## config.mk

```make
export PLATFORM = sky130hd
export DESIGN_NAME = adc_chan_select_top
export DESIGN_NICKNAME = d
export VERILOG_FILES = /design/src/verilog/chan_select_pkg.sv /design/src/verilog/wb_select_regs.sv /design/src/verilog/finite_diff.sv /design/src/verilog/boxcar_filter.sv /design/src/verilog/channel_mux.sv /design/src/verilog/adc_chan_select_top.sv
export VERILOG_INCLUDE_DIRS = /design/src /design/src/include
export SDC_FILE = /design/constraint.sdc
export NUM_CORES = 1
export LEC_CHECK = 0
export BUFFER_PORTS_ARGS = -buffer_cell sky130_fd_sc_hd__buf_4
export CAP_MARGIN = 20
export CORE_MARGIN = 1.5
export CORE_UTILIZATION = 50
export CTS_CLUSTER_DIAMETER = 50
export DETAILED_ROUTE_END_ITERATION = 10
export PLACE_DENSITY = 0.67
export SYNTH_ARGS = -nofsm -noshare
export SYNTH_HDL_FRONTEND = slang
export SYNTH_SLANG_ARGS = --single-unit
```

## constraint.sdc

```tcl
create_clock -name data_clk -period 5.2 [get_ports data_clk]
set_clock_uncertainty 0.05 [all_clocks]
set_input_delay 0.26 -clock data_clk [delete_from_list [all_inputs] [get_ports data_clk]]
set_output_delay 0.26 -clock data_clk [all_outputs]
set_load 0.02 [all_outputs]
```

## src/include/chan_select_cfg.svh

```systemverilog
/*
 * channel selector configuration
 * channel counts, sample width and Wishbone data width
 */
`ifndef CHAN_SELECT_CFG_SVH
`define CHAN_SELECT_CFG_SVH

// physical ADC channels coming in
`define PHYS_CHANNELS 4

// logical channels going out
`define OUT_CHANNELS 4

// signed two's complement samples
`define SAMPLE_WIDTH 16

// Wishbone data bus
`define WB_DATA_WIDTH 32

// raw, derivative and average groups
`define SOURCE_COUNT (3 * `PHYS_CHANNELS)

`endif

```

## src/verilog/chan_select_pkg.sv

```systemverilog
/*
 * channel selector types
 * sample word, source index and the two views of a Wishbone config word
 */
`include "chan_select_cfg.svh"

package chan_select_pkg;

  // one signed ADC sample
  typedef logic signed [`SAMPLE_WIDTH-1:0] sample_t;

  // source index, enough for 12 sources plus a zero range
  // 0-3 raw, 4-7 derivative, 8-11 average, 12-15 zero with valid low
  typedef logic [3:0] source_sel_t;

  // select word at address 0
  // output 0 sits in the low nibble
  typedef struct packed {
    logic [`WB_DATA_WIDTH-4*`OUT_CHANNELS-1:0] pad;
    source_sel_t [`OUT_CHANNELS-1:0]           sel;
  } sel_view_t;

  // control word at address 1
  typedef struct packed {
    logic [`WB_DATA_WIDTH-4:0] pad;
    logic                      avg_four_tap;
    logic [1:0]                diff_shift;
  } ctrl_view_t;

  // one bus word, decoded by address
  typedef union packed {
    sel_view_t  sel_view;
    ctrl_view_t ctrl_view;
  } cfg_word_u;

endpackage

```

## src/verilog/wb_select_regs.sv

```systemverilog
/*
 * channel selector register block
 * Wishbone classic slave with one-cycle ack, holds the source map
 * and the derivative / filter controls, with readback
 */
`include "chan_select_cfg.svh"

module wb_select_regs (
  input  logic                                    data_clk,
  input  logic                                    data_reset,
  input  logic                                    wb_cyc,
  input  logic                                    wb_stb,
  input  logic                                    wb_we,
  input  logic                                    wb_adr,
  input  logic [`WB_DATA_WIDTH-1:0]               wb_dat_w,
  output logic [`WB_DATA_WIDTH-1:0]               wb_dat_r,
  output logic                                    wb_ack,
  output chan_select_pkg::source_sel_t [`OUT_CHANNELS-1:0] select_map,
  output logic [1:0]                              diff_shift,
  output logic                                    avg_four_tap
);

  import chan_select_pkg::*;

  // word addresses
  localparam logic ADR_SELECT  = 1'b0;
  localparam logic ADR_CONTROL = 1'b1;

  cfg_word_u wr_word;
  cfg_word_u rd_word;
  logic      xfer_start;
  // set once a transfer is acked, cleared when stb goes low
  logic      busy;

  // incoming word, decoded through whichever view the address picks
  assign wr_word = wb_dat_w;

  // new cycle only after stb has dropped since the last ack
  assign xfer_start = wb_cyc && wb_stb && !busy;

  // readback with zero padding
  always_comb begin
    rd_word = '0;
    if (wb_adr == ADR_CONTROL) begin
      rd_word.ctrl_view.diff_shift   = diff_shift;
      rd_word.ctrl_view.avg_four_tap = avg_four_tap;
    end else begin
      rd_word.sel_view.sel = select_map;
    end
  end

  // ack handshake
  always_ff @(posedge data_clk) begin
    if (data_reset) begin
      wb_ack <= 1'b0;
      busy   <= 1'b0;
    end else begin
      wb_ack <= xfer_start;
      if (xfer_start) begin
        busy <= 1'b1;
      end else if (!wb_stb) begin
        busy <= 1'b0;
      end
    end
  end

  // config registers, written on the edge that raises ack
  always_ff @(posedge data_clk) begin
    if (data_reset) begin
      // identity map, output k takes raw channel k
      for (int k = 0; k < `OUT_CHANNELS; k++) begin
        select_map[k] <= source_sel_t'(k);
      end
      diff_shift   <= 2'd0;
      avg_four_tap <= 1'b0;
    end else if (xfer_start && wb_we) begin
      if (wb_adr == ADR_SELECT) begin
        select_map <= wr_word.sel_view.sel;
      end else begin
        diff_shift   <= wr_word.ctrl_view.diff_shift;
        avg_four_tap <= wr_word.ctrl_view.avg_four_tap;
      end
    end
  end

  // read data held for the ack cycle
  always_ff @(posedge data_clk) begin
    if (xfer_start && !wb_we) begin
      wb_dat_r <= rd_word;
    end
  end

endmodule

```

## src/verilog/finite_diff.sv

```systemverilog
/*
 * finite-difference derivative
 * current minus previous valid sample per channel, shifted left
 * by a programmable amount and saturated to the sample range
 */
`include "chan_select_cfg.svh"

module finite_diff (
  input  logic                                             data_clk,
  input  logic                                             data_reset,
  input  chan_select_pkg::sample_t [`PHYS_CHANNELS-1:0]    in_data,
  input  logic [`PHYS_CHANNELS-1:0]                        in_valid,
  input  logic [1:0]                                       diff_shift,
  output chan_select_pkg::sample_t [`PHYS_CHANNELS-1:0]    diff_data,
  output logic [`PHYS_CHANNELS-1:0]                        diff_valid
);

  import chan_select_pkg::*;

  // one extra bit for the difference, three more for the shift
  localparam int DW = `SAMPLE_WIDTH + 1;
  localparam int SW = `SAMPLE_WIDTH + 4;
  localparam logic signed [SW-1:0] SAT_MAX = SW'(2**(`SAMPLE_WIDTH-1) - 1);
  localparam logic signed [SW-1:0] SAT_MIN = -SW'(2**(`SAMPLE_WIDTH-1));

  sample_t                prev_sample [`PHYS_CHANNELS];
  logic signed [DW-1:0]   diff_wide   [`PHYS_CHANNELS];
  logic signed [SW-1:0]   diff_shl    [`PHYS_CHANNELS];
  sample_t                diff_next   [`PHYS_CHANNELS];

  always_comb begin
    for (int ch = 0; ch < `PHYS_CHANNELS; ch++) begin
      diff_wide[ch] = DW'($signed(in_data[ch])) - DW'($signed(prev_sample[ch]));
      diff_shl[ch]  = SW'(diff_wide[ch]) <<< diff_shift;
      // clamp to the signed sample range
      if (diff_shl[ch] > SAT_MAX) begin
        diff_next[ch] = sample_t'(SAT_MAX);
      end else if (diff_shl[ch] < SAT_MIN) begin
        diff_next[ch] = sample_t'(SAT_MIN);
      end else begin
        diff_next[ch] = sample_t'(diff_shl[ch]);
      end
    end
  end

  // history and valid, history only moves on a valid sample
  always_ff @(posedge data_clk) begin
    if (data_reset) begin
      diff_valid <= '0;
      for (int ch = 0; ch < `PHYS_CHANNELS; ch++) begin
        prev_sample[ch] <= '0;
      end
    end else begin
      diff_valid <= in_valid;
      for (int ch = 0; ch < `PHYS_CHANNELS; ch++) begin
        if (in_valid[ch]) begin
          prev_sample[ch] <= in_data[ch];
        end
      end
    end
  end

  // output data, don't care when valid is low
  always_ff @(posedge data_clk) begin
    for (int ch = 0; ch < `PHYS_CHANNELS; ch++) begin
      if (in_valid[ch]) begin
        diff_data[ch] <= diff_next[ch];
      end
    end
  end

endmodule

```

## src/verilog/boxcar_filter.sv

```systemverilog
/*
 * boxcar averaging filter
 * 2-tap or 4-tap running mean per channel, divided by arithmetic
 * shift so results round toward minus infinity
 */
`include "chan_select_cfg.svh"

module boxcar_filter (
  input  logic                                             data_clk,
  input  logic                                             data_reset,
  input  chan_select_pkg::sample_t [`PHYS_CHANNELS-1:0]    in_data,
  input  logic [`PHYS_CHANNELS-1:0]                        in_valid,
  input  logic                                             avg_four_tap,
  output chan_select_pkg::sample_t [`PHYS_CHANNELS-1:0]    avg_data,
  output logic [`PHYS_CHANNELS-1:0]                        avg_valid
);

  import chan_select_pkg::*;

  // sum widths, one growth bit for two terms, two for four
  localparam int W2 = `SAMPLE_WIDTH + 1;
  localparam int W4 = `SAMPLE_WIDTH + 2;
  localparam int HIST_DEPTH = 3;

  // hist[ch][0] is the most recent valid sample
  sample_t              hist     [`PHYS_CHANNELS][HIST_DEPTH];
  logic signed [W2-1:0] sum_two  [`PHYS_CHANNELS];
  logic signed [W4-1:0] sum_four [`PHYS_CHANNELS];
  sample_t              avg_next [`PHYS_CHANNELS];

  always_comb begin
    for (int ch = 0; ch < `PHYS_CHANNELS; ch++) begin
      sum_two[ch]  = W2'($signed(in_data[ch])) + W2'(hist[ch][0]);
      sum_four[ch] = W4'($signed(in_data[ch])) + W4'(hist[ch][0])
                   + W4'(hist[ch][1]) + W4'(hist[ch][2]);
      // both quotients fit back into one sample
      if (avg_four_tap) begin
        avg_next[ch] = sample_t'(sum_four[ch] >>> 2);
      end else begin
        avg_next[ch] = sample_t'(sum_two[ch] >>> 1);
      end
    end
  end

  // history shift register, advances only on a valid sample
  always_ff @(posedge data_clk) begin
    if (data_reset) begin
      avg_valid <= '0;
      for (int ch = 0; ch < `PHYS_CHANNELS; ch++) begin
        for (int t = 0; t < HIST_DEPTH; t++) begin
          hist[ch][t] <= '0;
        end
      end
    end else begin
      avg_valid <= in_valid;
      for (int ch = 0; ch < `PHYS_CHANNELS; ch++) begin
        if (in_valid[ch]) begin
          hist[ch][0] <= in_data[ch];
          for (int t = 1; t < HIST_DEPTH; t++) begin
            hist[ch][t] <= hist[ch][t-1];
          end
        end
      end
    end
  end

  // averaged output
  always_ff @(posedge data_clk) begin
    for (int ch = 0; ch < `PHYS_CHANNELS; ch++) begin
      if (in_valid[ch]) begin
        avg_data[ch] <= avg_next[ch];
      end
    end
  end

endmodule

```

## src/verilog/channel_mux.sv

```systemverilog
/*
 * registered source multiplexer
 * routes any of the raw, derivative or averaged streams to each
 * output, raw path delayed one stage to line up with the derived ones
 */
`include "chan_select_cfg.svh"

module channel_mux (
  input  logic                                             data_clk,
  input  logic                                             data_reset,
  input  chan_select_pkg::sample_t [`PHYS_CHANNELS-1:0]    raw_data,
  input  logic [`PHYS_CHANNELS-1:0]                        raw_valid,
  input  chan_select_pkg::sample_t [`PHYS_CHANNELS-1:0]    diff_data,
  input  logic [`PHYS_CHANNELS-1:0]                        diff_valid,
  input  chan_select_pkg::sample_t [`PHYS_CHANNELS-1:0]    avg_data,
  input  logic [`PHYS_CHANNELS-1:0]                        avg_valid,
  input  chan_select_pkg::source_sel_t [`OUT_CHANNELS-1:0] select_map,
  output chan_select_pkg::sample_t [`OUT_CHANNELS-1:0]     out_data,
  output logic [`OUT_CHANNELS-1:0]                         out_valid
);

  import chan_select_pkg::*;

  // every index the select field can name, top ones tied off
  localparam int SEL_SPAN = 2**$bits(source_sel_t);

  sample_t [`PHYS_CHANNELS-1:0] raw_data_q;
  logic [`PHYS_CHANNELS-1:0]    raw_valid_q;
  sample_t [SEL_SPAN-1:0]       src_data;
  logic [SEL_SPAN-1:0]          src_valid;

  // align raw with the one-cycle derived blocks
  always_ff @(posedge data_clk) begin
    if (data_reset) begin
      raw_valid_q <= '0;
    end else begin
      raw_valid_q <= raw_valid;
    end
  end

  always_ff @(posedge data_clk) begin
    raw_data_q <= raw_data;
  end

  // flatten the three groups into one source table
  always_comb begin
    for (int i = `SOURCE_COUNT; i < SEL_SPAN; i++) begin
      src_data[i]  = '0;
      src_valid[i] = 1'b0;
    end
    for (int ch = 0; ch < `PHYS_CHANNELS; ch++) begin
      src_data[ch]                     = raw_data_q[ch];
      src_valid[ch]                    = raw_valid_q[ch];
      src_data[`PHYS_CHANNELS + ch]    = diff_data[ch];
      src_valid[`PHYS_CHANNELS + ch]   = diff_valid[ch];
      src_data[2*`PHYS_CHANNELS + ch]  = avg_data[ch];
      src_valid[2*`PHYS_CHANNELS + ch] = avg_valid[ch];
    end
  end

  // output stage, only valid is cleared
  always_ff @(posedge data_clk) begin
    if (data_reset) begin
      out_valid <= '0;
    end else begin
      for (int k = 0; k < `OUT_CHANNELS; k++) begin
        out_valid[k] <= src_valid[select_map[k]];
      end
    end
  end

  always_ff @(posedge data_clk) begin
    for (int k = 0; k < `OUT_CHANNELS; k++) begin
      out_data[k] <= src_data[select_map[k]];
    end
  end

endmodule

```

## src/verilog/adc_chan_select_top.sv

```systemverilog
/*
 * ADC channel selector top level
 * register block, derivative and boxcar stages feeding the
 * output multiplexer, two cycles from sample in to sample out
 */
`include "chan_select_cfg.svh"

module adc_chan_select_top (
  input  logic                                             data_clk,
  input  logic                                             data_reset,
  input  chan_select_pkg::sample_t [`PHYS_CHANNELS-1:0]    adc_data,
  input  logic [`PHYS_CHANNELS-1:0]                        adc_valid,
  input  logic                                             wb_cyc,
  input  logic                                             wb_stb,
  input  logic                                             wb_we,
  input  logic                                             wb_adr,
  input  logic [`WB_DATA_WIDTH-1:0]                        wb_dat_w,
  output logic [`WB_DATA_WIDTH-1:0]                        wb_dat_r,
  output logic                                             wb_ack,
  output chan_select_pkg::sample_t [`OUT_CHANNELS-1:0]     out_data,
  output logic [`OUT_CHANNELS-1:0]                         out_valid
);

  import chan_select_pkg::*;

  source_sel_t [`OUT_CHANNELS-1:0] select_map;
  logic [1:0]                      diff_shift;
  logic                            avg_four_tap;
  sample_t [`PHYS_CHANNELS-1:0]    diff_data;
  logic [`PHYS_CHANNELS-1:0]       diff_valid;
  sample_t [`PHYS_CHANNELS-1:0]    avg_data;
  logic [`PHYS_CHANNELS-1:0]       avg_valid;

  // configuration
  wb_select_regs regs_i (
    .data_clk     (data_clk),
    .data_reset   (data_reset),
    .wb_cyc       (wb_cyc),
    .wb_stb       (wb_stb),
    .wb_we        (wb_we),
    .wb_adr       (wb_adr),
    .wb_dat_w     (wb_dat_w),
    .wb_dat_r     (wb_dat_r),
    .wb_ack       (wb_ack),
    .select_map   (select_map),
    .diff_shift   (diff_shift),
    .avg_four_tap (avg_four_tap)
  );

  // derived quantities, side by side
  finite_diff diff_i (
    .data_clk   (data_clk),
    .data_reset (data_reset),
    .in_data    (adc_data),
    .in_valid   (adc_valid),
    .diff_shift (diff_shift),
    .diff_data  (diff_data),
    .diff_valid (diff_valid)
  );

  boxcar_filter avg_i (
    .data_clk     (data_clk),
    .data_reset   (data_reset),
    .in_data      (adc_data),
    .in_valid     (adc_valid),
    .avg_four_tap (avg_four_tap),
    .avg_data     (avg_data),
    .avg_valid    (avg_valid)
  );

  // output selection
  channel_mux mux_i (
    .data_clk   (data_clk),
    .data_reset (data_reset),
    .raw_data   (adc_data),
    .raw_valid  (adc_valid),
    .diff_data  (diff_data),
    .diff_valid (diff_valid),
    .avg_data   (avg_data),
    .avg_valid  (avg_valid),
    .select_map (select_map),
    .out_data   (out_data),
    .out_valid  (out_valid)
  );

endmodule

```

# After elaboration in Yosys (flattened, before gate mapping)
# Memory sizes are Yosys's and may differ from the RTL's.
# Index checks and enable logic that the tools add are counted.
[classes]
div_mod_pow = 0
n_eq_ne = 1
bitwise_logic = 17
n_lt_le_gt_ge = 12
n_reduce_logical = 8
add_sub_neg = 20
mux = 57
n_mul = 0
n_shift = 4
[ops]
columns = ["operator", "count"]
rows = [
  ["2-to-1 mux 16 bit", 28],
  ["binary-select mux 16 bit (select 4 bit)", 4],
  ["adder 16 x 16 -> 17 bit", 8],
  ["> comparator 20 x 16 -> 1 bit (second input constant)", 4],
  ["less-than comparator 20 x 16 -> 1 bit (second input constant)", 4],
  ["<<< shifter 17 x 2 -> 20 bit", 4],
  ["adder 17 x 16 -> 18 bit", 4],
  ["adder 18 x 16 -> 18 bit", 4],
  ["subtractor 16 x 16 -> 17 bit", 4],
  ["less-than comparator 4 x 5 -> 1 bit (second input constant)", 4],
  ["2-to-1 mux 1 bit", 20],
  ["binary-select mux 1 bit (select 4 bit)", 4],
  ["OR 1 bit", 16],
  ["logical AND 1 bit", 4],
  ["AND reduction 2 bit", 2],
  ["2-to-1 mux 3 bit", 1],
  ["logical NOT 1 bit", 2],
  ["inequality test 2 x 1 -> 1 bit (second input constant)", 1],
  ["NOT 1 bit", 1],
]
[totals]
romBits = 0
input_bits = 106
reg_bits = 301
wordCells = 149
latch_bits = 0
n_memories = 2
mem_bits_rw = 256
[mem_list]
columns = ["memory", "words", "width", "read_ports", "rd_ports_with_merged_regs", "write_ports", "line_no", "text"]
rows = [
  ["avg_i.hist", 4, 48, 4, 0, 4, "boxcar_filter.sv:26", "sample_t hist [`PHYS_CHANNELS][HIST_DEPTH];"],
  ["diff_i.prev_sample", 4, 16, 4, 0, 4, "finite_diff.sv:26", "sample_t prev_sample [`PHYS_CHANNELS];"],
]

# Depth between registers and ports, before layout
# Gate-level depths: netlist of the first run.
# An unclocked memory read counts as a cell.
[logic_depth]
ltp_word = 5
ltp_mapped = 14
ltp_nobuf = 14

# Cells and area by module
# From an unflattened synthesis of the first run, not the netlist that was laid out.
[unflattened]
hier_cells = 3576
hier_area_um2 = 39196.3
[modules_own_cells]
columns = ["mod", "instances", "area_each_um2", "cells_per_inst", "seq_area_each_um2"]
rows = [
  ["boxcar_filter", 1, 19023.2, 1817, 7767.4],
  ["finite_diff", 1, 9537.9, 977, 3923.8],
  ["channel_mux", 1, 9009.9, 641, 2722.6],
  ["wb_select_regs", 1, 1625.3, 141, 900.9],
]

# Least setup slack after synthesis of the first run
# OpenSTA, ideal clock, no wires.
[synth_path]
path_type = "input to register"
start = "in adc_data[1] in the netlist's numbering"
end = "reg avg_i.avg_data[15] in the netlist's numbering (data pin)"
n_path_buf = 0
stages = 14
required_ns = 4.878
setup_ns = 0.272
slack_ns = 1.350
t_arrival_ns = 3.527
path_cell_list = "inv_1 fa_1 fa_1 nor3b_1 fa_1 a21oi_1 o21ai_0 a21oi_1 o21ai_0 a221o_1 o41ai_1 o21ai_0 xnor2_1 a22oi_1"
[synth_rtl]
columns = ["item", "line_no", "text"]
rows = [
  ["start, declared", "adc_chan_select_top.sv:11", "input chan_select_pkg::sample_t [`PHYS_CHANNELS-1:0] adc_data,"],
  ["end signal, assigned by index", "boxcar_filter.sv:71", "avg_data[ch] <= avg_next[ch];"],
  ["end, declared", "boxcar_filter.sv:14", "output chan_select_pkg::sample_t [`PHYS_CHANNELS-1:0] avg_data,"],
]

==> results of run 1 <==
==> registers in the layout, summed over array words and instances (netlist names) <==
signal	count
avg_i.avg_data	64
avg_i.avg_valid	4
avg_i.hist	177
diff_i.diff_data	64
diff_i.prev_sample	63
mux_i.out_data	64
mux_i.out_valid	4
mux_i.raw_data_q	64
regs_i.avg_four_tap	1
regs_i.busy	1
regs_i.diff_shift	2
regs_i.select_map	16
regs_i.wb_ack	1
regs_i.wb_dat_r	16
==> per-stage QoR <==
stage / std cells / util / hold WS, ns / total power [W] / instance area [µm²]
3_5_place_dp: 4143 / 0.537 / 0.352 / 0.0107 / 38600
5_1_grt: 4364 / 0.586 / 0.0861 / 0.0169 / 42100
3_3_place_gp: 4142 / 0.537 / 0.350 / 0.0106 / 38600
6_report: 4364 / 0.586 / 0.0824 / 0.0161 / 42100
4_1_cts: 4361 / 0.585 / 0.0530 / 0.0161 / 42100
2_1_floorplan: 3160 / - / 0.238 / 0.00928 / 36600
==> repair_timing <==
action                                 4_1_cts  5_1_grt
hold buffers                                85        0
endpoints found under the hold margin      208        0
gates resized for setup                      0        0
setup buffers                                0        0
==> synth_stat cells (82+ instances only) <==
cell,n
sky130_fd_sc_hd__inv_1,206
sky130_fd_sc_hd__edfxtp_1,384
sky130_fd_sc_hd__o22ai_1,82
sky130_fd_sc_hd__nor2_1,162
sky130_fd_sc_hd__dfxtp_1,157
sky130_fd_sc_hd__o21ai_0,123
sky130_fd_sc_hd__nand2_1,149
sky130_fd_sc_hd__mux2i_1,105
sky130_fd_sc_hd__fa_1,140
sky130_fd_sc_hd__clkbuf_1,105
sky130_fd_sc_hd__mux4_2,197
sky130_fd_sc_hd__a21oi_1,174
sky130_fd_sc_hd__xnor2_1,93
sky130_fd_sc_hd__and2_1,251
sky130_fd_sc_hd__ha_1,189
==> cells by family after synthesis <==
logic type,count (synthesis)
muxes,326
buffers and inverters,380
DFF,541
AOI/OAI and AO/OA,621
adders and majority gates,329
and+or+nand+nor,808
other,1
xor gates and xnor gates,139
==> final cells by class <==
type	count	share of cell area
flip-flops and latches	541	0.349
repair buffers	294	0.0583
inverters	207	0.0184
multi-input cells	2239	0.484
clock inverters	46	0.0131
well taps	950	0.0282
clock buffers	87	0.0484
==> final timing paths <==
| path | start | to | slack [ns] | depth (start not counted) |
|---|---|---|---|---|
| max | adc_data[1] | avg_i.avg_data[15] | 0.69 | 16 |
| min | adc_valid[0] | avg_i.avg_data[10] | 0.08 | 1 |
| max reg2reg | avg_i.hist[0][17] | avg_i.avg_data[15] | 0.80 | 14 |
| min reg2reg | avg_i.hist[1][17] | avg_i.hist[1][1] | 0.50 | 1 |
==> where the power goes <==
group | internal, W | switching, W
logic | 0.00230 | 0.00272
clock network | 0.00326 | 0.00207
registers | 0.00521 | 0.000558
total | 0.0108 | 0.00535
==> per-layer routing <==
metal / part of all wire / up-vias
li1: - / 12000
met1: 0.39 / 12900
met2: 0.46 / 1107
met3: 0.095 / 238
met4: 0.052 / 6
met5: 0.00034 / -
==> critical path, cell delays in order <==
cell and delay [ns]:
sky130_fd_sc_hd__dlygate4sd3_1 0.56, sky130_fd_sc_hd__buf_4 0.17, sky130_fd_sc_hd__inv_1 0.17, sky130_fd_sc_hd__fa_1 0.45, sky130_fd_sc_hd__fa_1 0.50, sky130_fd_sc_hd__nor3b_1 0.07
sky130_fd_sc_hd__fa_1 0.46, sky130_fd_sc_hd__a21oi_1 0.19, sky130_fd_sc_hd__o21ai_0 0.11, sky130_fd_sc_hd__a21oi_1 0.26, sky130_fd_sc_hd__o21ai_0 0.26, sky130_fd_sc_hd__a221o_1 0.39
sky130_fd_sc_hd__o41ai_1 0.46, sky130_fd_sc_hd__o21ai_0 0.22, sky130_fd_sc_hd__xnor2_1 0.18, sky130_fd_sc_hd__a22oi_1 0.08
==> metrics.json, run 1 <==
{
  "cts-root-buf": {"value": "sky130_fd_sc_hd__clkbuf_16"},
  "synth_top_family_by_area": {"value": "multiplexers"},
  "grt.met2_usage": {"value": 0.446},
  "postSynth.asyncResetShare": {"value": 0},
  "antenna_found_initial": {"value": 5},
  "outcome": {"value": "finished, final reports clean"},
  "mostFrequentLayoutCell": {"value": "sky130_fd_sc_hd__edfxtp_1"},
  "mostFrequentLayoutCells": {"value": "sky130_fd_sc_hd__edfxtp_1, sky130_fd_sc_hd__and2_1, sky130_fd_sc_hd__inv_1, sky130_fd_sc_hd__buf_4, sky130_fd_sc_hd__mux4_2"},
  "dieArea": {"value": 0.0747, "unit": "mm²"},
  "fmaxAchievable": {"value": 0.222, "unit": "GHz"},
  "synth-edff-count": {"value": 384},
  "cp_data_arrival_time": {"value": 4.79, "unit": "ns"},
  "period_minus_slack": {"value": 4.51, "unit": "ns"},
  "multiInputGateArea": {"value": 0.0204, "unit": "mm²"},
  "finalSetupViolCount": {"value": 0},
  "cell_taking_the_most_area_after_synthesis": {"value": "sky130_fd_sc_hd__edfxtp_1"},
  "synth_area_leaders": {"value": "sky130_fd_sc_hd__edfxtp_1, sky130_fd_sc_hd__mux4_2, sky130_fd_sc_hd__dfxtp_1, sky130_fd_sc_hd__fa_1, sky130_fd_sc_hd__ha_1"},
  "power-per-cell-area": {"value": 382, "unit": "mW/mm²"},
  "ir_drop": {"value": 271, "unit": "µV"},
  "endpoint_kind": {"value": "flop"},
  "initial_core_util": {"value": 0.508},
  "clk-insertion-delay-late": {"value": 0.62, "unit": "ns"},
  "yosys.area_share.simple": {"value": 0.116},
  "vias_per_cell": {"value": 6.01},
  "clock_tree.buffer_depth": {"value": 3},
  "ys_seq_area_frac": {"value": 0.402},
  "cap_violations": {"value": 0},
  "drive_gt1_frac": {"value": 0.179},
  "slew_viol_final": {"value": 0},
  "yosys-mux-area-fraction": {"value": 0.158},
  "top_usage_layer": {"value": "met2"},
  "layout_worst_path_cycle_share": {"value": 0.868},
  "clock-sinks": {"value": 541},
  "vias_in_the_first_global_route": {"value": 26200},
  "grt_use_met3": {"value": 0.0718},
  "syn-cell-area": {"value": 0.0365, "unit": "mm²"},
  "post_synth_num_cell_types": {"value": 89},
  "tritoncts.num_buffers": {"value": 73},
  "final_nets": {"value": 3791},
  "final-hold-violation-count": {"value": 0},
  "synth-adder-area-share": {"value": 0.141},
  "met1_usage": {"value": 0.358},
  "top_level_ports": {"value": 207},
  "dr.pass1.iters": {"value": 5},
  "layout-area-overhead-vs-synth": {"value": 15.3, "unit": "%"},
  "nFillCells": {"value": 5874},
  "max_slew.worst_pin.slew": {"value": 1.16, "unit": "ns"},
  "synth.ff_latch_count": {"value": 541},
  "post_synth_xor_area_fraction": {"value": 0.0333},
  "synthesis.area_per_instance": {"value": 11.6, "unit": "µm²"},
  "yosysWarningCount": {"value": 0},
  "dpl_worst_slack": {"value": 0.680, "unit": "ns"},
  "area_of_all_sequential_standard_cells": {"value": 0.0147, "unit": "mm²"},
  "wire_per_inst": {"value": 23.8, "unit": "µm"},
  "required": {"value": 5.48, "unit": "ns"},
  "synth_cells": {"value": 3145},
  "portBuffers": {"value": 174},
  "num_antenna_cells": {"value": 0},
  "gp_congestion": {"value": 0.994},
  "yosys.area.top_type_share": {"value": 0.316},
  "grt_start_max_net_pins": {"value": 97},
  "chipHeight": {"value": 273, "unit": "µm"},
  "worstSetupPathType": {"value": "in2reg"},
  "groute.usage.overall": {"value": 0.281},
  "ant_nets": {"value": 0},
  "route.detailed.drc": {"value": 0},
  "clkSlewWorstSetupHoldPaths": {"value": 0.06, "unit": "ns"},
  "power_leakage": {"value": 16.6, "unit": "nW"},
  "core_area": {"value": 0.0719, "unit": "mm²"},
  "grt_first_pass_wirelength": {"value": 158000, "unit": "µm"},
  "fin_tns_setup": {"value": 0, "unit": "ns"},
  "hp-class": {"value": "in2reg"},
  "dieWidth": {"value": 273, "unit": "µm"},
  "grt_setup_unrepaired": {"value": "false"},
  "htreeDepth": {"value": 3},
  "start_kind": {"value": "input port"},
  "synth_compound_area_frac": {"value": 0.109},
  "dr.first_iter.drc_count": {"value": 2390},
  "cts_tree": {"value": "done"},
  "globalRoute.totalOverflow": {"value": 0},
  "final.setup.worst_slack": {"value": 0.689, "unit": "ns"},
  "max-slew-margin-rel": {"value": 0.222},
  "vias": {"value": 26200},
  "dpl.hpwl": {"value": 77000, "unit": "µm"},
  "drt-total-wl": {"value": 104000, "unit": "µm"},
  "floorplan.rows": {"value": 98},
  "synth_flop_cell": {"value": "sky130_fd_sc_hd__edfxtp_1"},
  "cp_max_fo": {"value": 6}
}
(Power assumes the default switching activity.)
==> run 2: changes to the inputs <==
--- a/config.mk
+++ b/config.mk
@@ -9,10 +9,9 @@
 export BUFFER_PORTS_ARGS = -buffer_cell sky130_fd_sc_hd__buf_4
 export CAP_MARGIN = 20
 export CORE_MARGIN = 1.5
-export CORE_UTILIZATION = 50
+export CORE_UTILIZATION = 37
 export CTS_CLUSTER_DIAMETER = 50
 export DETAILED_ROUTE_END_ITERATION = 10
-export PLACE_DENSITY = 0.67
 export SYNTH_ARGS = -nofsm -noshare
 export SYNTH_HDL_FRONTEND = slang
 export SYNTH_SLANG_ARGS = --single-unit
==> run 2 against run 1 <==
Hold slack got worse by 0.032 ns. First-iteration DRC count fell by 7.3%. Cell count rose by 8.1%. Maximum frequency rose by 2.4%. Critical path type unchanged. Die area rose by 35%. Clock-buffer cell count rose by 2. Clock power fell by 1%. Worst setup slack improved by 0.11 ns.
==> metrics.json, run 2 (same netlist as run 1, synthesis figures left out) <==
{
  "floorplan.rows": {"value": 115},
  "final_nets": {"value": 3801},
  "cap_violations": {"value": 0},
  "power-per-cell-area": {"value": 375, "unit": "mW/mm²"},
  "htreeDepth": {"value": 3},
  "critPathBufInv": {"value": 3},
  "totalPowerFinal": {"value": 0.0160, "unit": "W"},
  "outcome": {"value": "finished, final reports clean"},
  "power_leakage": {"value": 16.6, "unit": "nW"},
  "worstSetupPathType": {"value": "in2reg"},
  "core_area": {"value": 0.0981, "unit": "mm²"},
  "dpl.hpwl": {"value": 78500, "unit": "µm"},
  "layout_worst_path_cycle_share": {"value": 0.847},
  "max-slew-margin-rel": {"value": 0.215},
  "groute.usage.overall": {"value": 0.212},
  "reg2reg_slack": {"value": 0.85, "unit": "ns"},
  "critical_path.max_stage_delay": {"value": 0.55, "unit": "ns"},
  "max_slew.worst_pin.slew": {"value": 1.18, "unit": "ns"},
  "critical_path.cell_chain": {"value": "dlygate4sd3_1, buf_4, inv_1, fa_1, fa_1, nor3b_1, fa_1, a21oi_1, o21ai_0, a21oi_1, o21ai_0, a221o_1, o41ai_1, o21ai_0, xnor2_1, a22oi_1"},
  "endpoint_kind": {"value": "flop"},
  "slew_viol_final": {"value": 0},
  "vias": {"value": 25900},
  "portBuffers": {"value": 174},
  "numPlacedInstances": {"value": 4489},
  "drive_gt1_frac": {"value": 0.181},
  "placedInstanceArea": {"value": 0.0391, "unit": "mm²"},
  "dieWidth": {"value": 317, "unit": "µm"},
  "gp_congestion": {"value": 0.918},
  "required": {"value": 5.53, "unit": "ns"},
  "route.detailed.drc": {"value": 0},
  "cts-root-buf": {"value": "sky130_fd_sc_hd__clkbuf_16"},
  "dr.first_iter.drc_count": {"value": 2216},
  "worstRegToRegCells": {"value": 14},
  "grt_first_pass_wirelength": {"value": 160000, "unit": "µm"},
  "grt_start_max_net_pins": {"value": 51},
  "start_kind": {"value": "input port"},
  "ir_drop": {"value": 212, "unit": "µV"},
  "cp-startpoint": {"value": "adc_data[1]"},
  "drt-total-wl": {"value": 106000, "unit": "µm"},
  "critical_path.reg2reg.endpoint": {"value": "avg_i.avg_data[15]"},
  "regMostFlops": {"value": "avg_i.hist"},
  "tritoncts.num_buffers": {"value": 76},
  "clock-sinks": {"value": 541},
  "clock_tree.buffer_depth": {"value": 3},
  "cts_resized": {"value": 0},
  "vias_per_cell": {"value": 5.50},
  "initial_core_util": {"value": 0.372},
  "cts_tree": {"value": "done"},
  "layout-area-overhead-vs-synth": {"value": 16.6, "unit": "%"},
  "chipHeight": {"value": 317, "unit": "µm"},
  "path_delay_family": {"value": "compound AO/OA/AOI/OAI gates"},
  "final_cell_area": {"value": 0.0426, "unit": "mm²"},
  "clk-insertion-delay-late": {"value": 0.65, "unit": "ns"},
  "fmaxAchievable": {"value": 0.227, "unit": "GHz"},
  "dieArea": {"value": 0.101, "unit": "mm²"},
  "dr.pass1.iters": {"value": 5},
  "largest_register_ff_count": {"value": 177},
  "globalRoute.totalOverflow": {"value": 0},
  "ant_nets": {"value": 0},
  "timing.critical_path.to": {"value": "avg_i.avg_data[15]"},
  "vias_in_the_first_global_route": {"value": 25400},
  "grt_setup_unrepaired": {"value": "false"},
  "mostFrequentLayoutCell": {"value": "sky130_fd_sc_hd__edfxtp_1"},
  "wire_per_inst": {"value": 22.4, "unit": "µm"},
  "fin_tns_setup": {"value": 0, "unit": "ns"},
  "antenna_found_initial": {"value": 5},
  "cts.repair_timing.setup_buffer_count": {"value": 0},
  "mostFrequentLayoutCells": {"value": "sky130_fd_sc_hd__edfxtp_1, sky130_fd_sc_hd__and2_1, sky130_fd_sc_hd__buf_4"},
  "hp-class": {"value": "in2reg"},
  "top_level_ports": {"value": 207},
  "timing.critical_path.slowest_stage_cell": {"value": "sky130_fd_sc_hd__dlygate4sd3_1"},
  "count_of_cell_instances_traversed_by_the_critical_path": {"value": 16},
  "worstReg2RegStart": {"value": "avg_i.hist[0][1]"},
  "finish.cell_count_without_fillers": {"value": 4716},
  "finalSetupViolCount": {"value": 0},
  "final-hold-violation-count": {"value": 0},
  "cp_data_arrival_time": {"value": 4.73, "unit": "ns"},
  "cp_max_fo": {"value": 6},
  "period_minus_slack": {"value": 4.41, "unit": "ns"},
  "clkSlewWorstSetupHoldPaths": {"value": 0.06, "unit": "ns"}
}
## run 2: where the power goes
group | switching, W | total, W | internal, W
clock | 0.00213 | 0.00526 | 0.00313
sequential | 0.000535 | 0.00574 | 0.00521
combinational | 0.00267 | 0.00497 | 0.00230
total | 0.00533 | 0.0160 | 0.0106
## run 2: routing by layer
layer	vias up	GRT usage	wire, µm
met3	218	0.0443	8690
met4	2	0.0877	4910
met2	1032	0.336	48200
met1	12700	0.281	43700
li1	12000	-	-
met5	-	0	13
## run 2: worst min path at each step
stage | startpoint | end | slack, ns | depth (start not counted)
after floorplan | adc_data[0] | mux_i.raw_data_q[0] | 0.24 | 0
after global placement | adc_data[0] | mux_i.raw_data_q[0] | 0.36 | 1
after detailed placement | adc_data[1] | mux_i.raw_data_q[1] | 0.37 | 1
after CTS | adc_valid[2] | avg_i.avg_data[35] | 0.05 | 1
after global routing | adc_valid[2] | avg_i.avg_data[35] | 0.05 | 1
final | adc_valid[2] | avg_i.avg_data[35] | 0.05 | 1
## run 2: metrics by stage
step,hold WS [ns],worst slack [ns],util
2_1_floorplan,0.238,1.35,-
3_3_place_gp,0.363,0.742,0.398
3_5_place_dp,0.366,0.767,0.399
4_1_cts,0.0469,0.859,0.434
5_1_grt,0.0456,0.435,0.434
6_report,0.0508,0.794,0.434
## run 2: what timing repair did
item / 4_1_cts / 5_1_grt
hold buffers: 85 / 0
endpoints found under the setup margin: 0 / 0
hold endpoints to repair: 205 / 0
## run 2: area by class of cell
cell class	count	area, µm²
Antenna cell	1	2.50
Clock buffer	89	2040
Clock inverter	51	543
Fill cell	9225	55500
Inverter	207	777
Multi-Input combinational cell	2239	20400
Sequential cell	541	14700
Tap cell	1287	1610
Timing Repair Buffer	301	2500
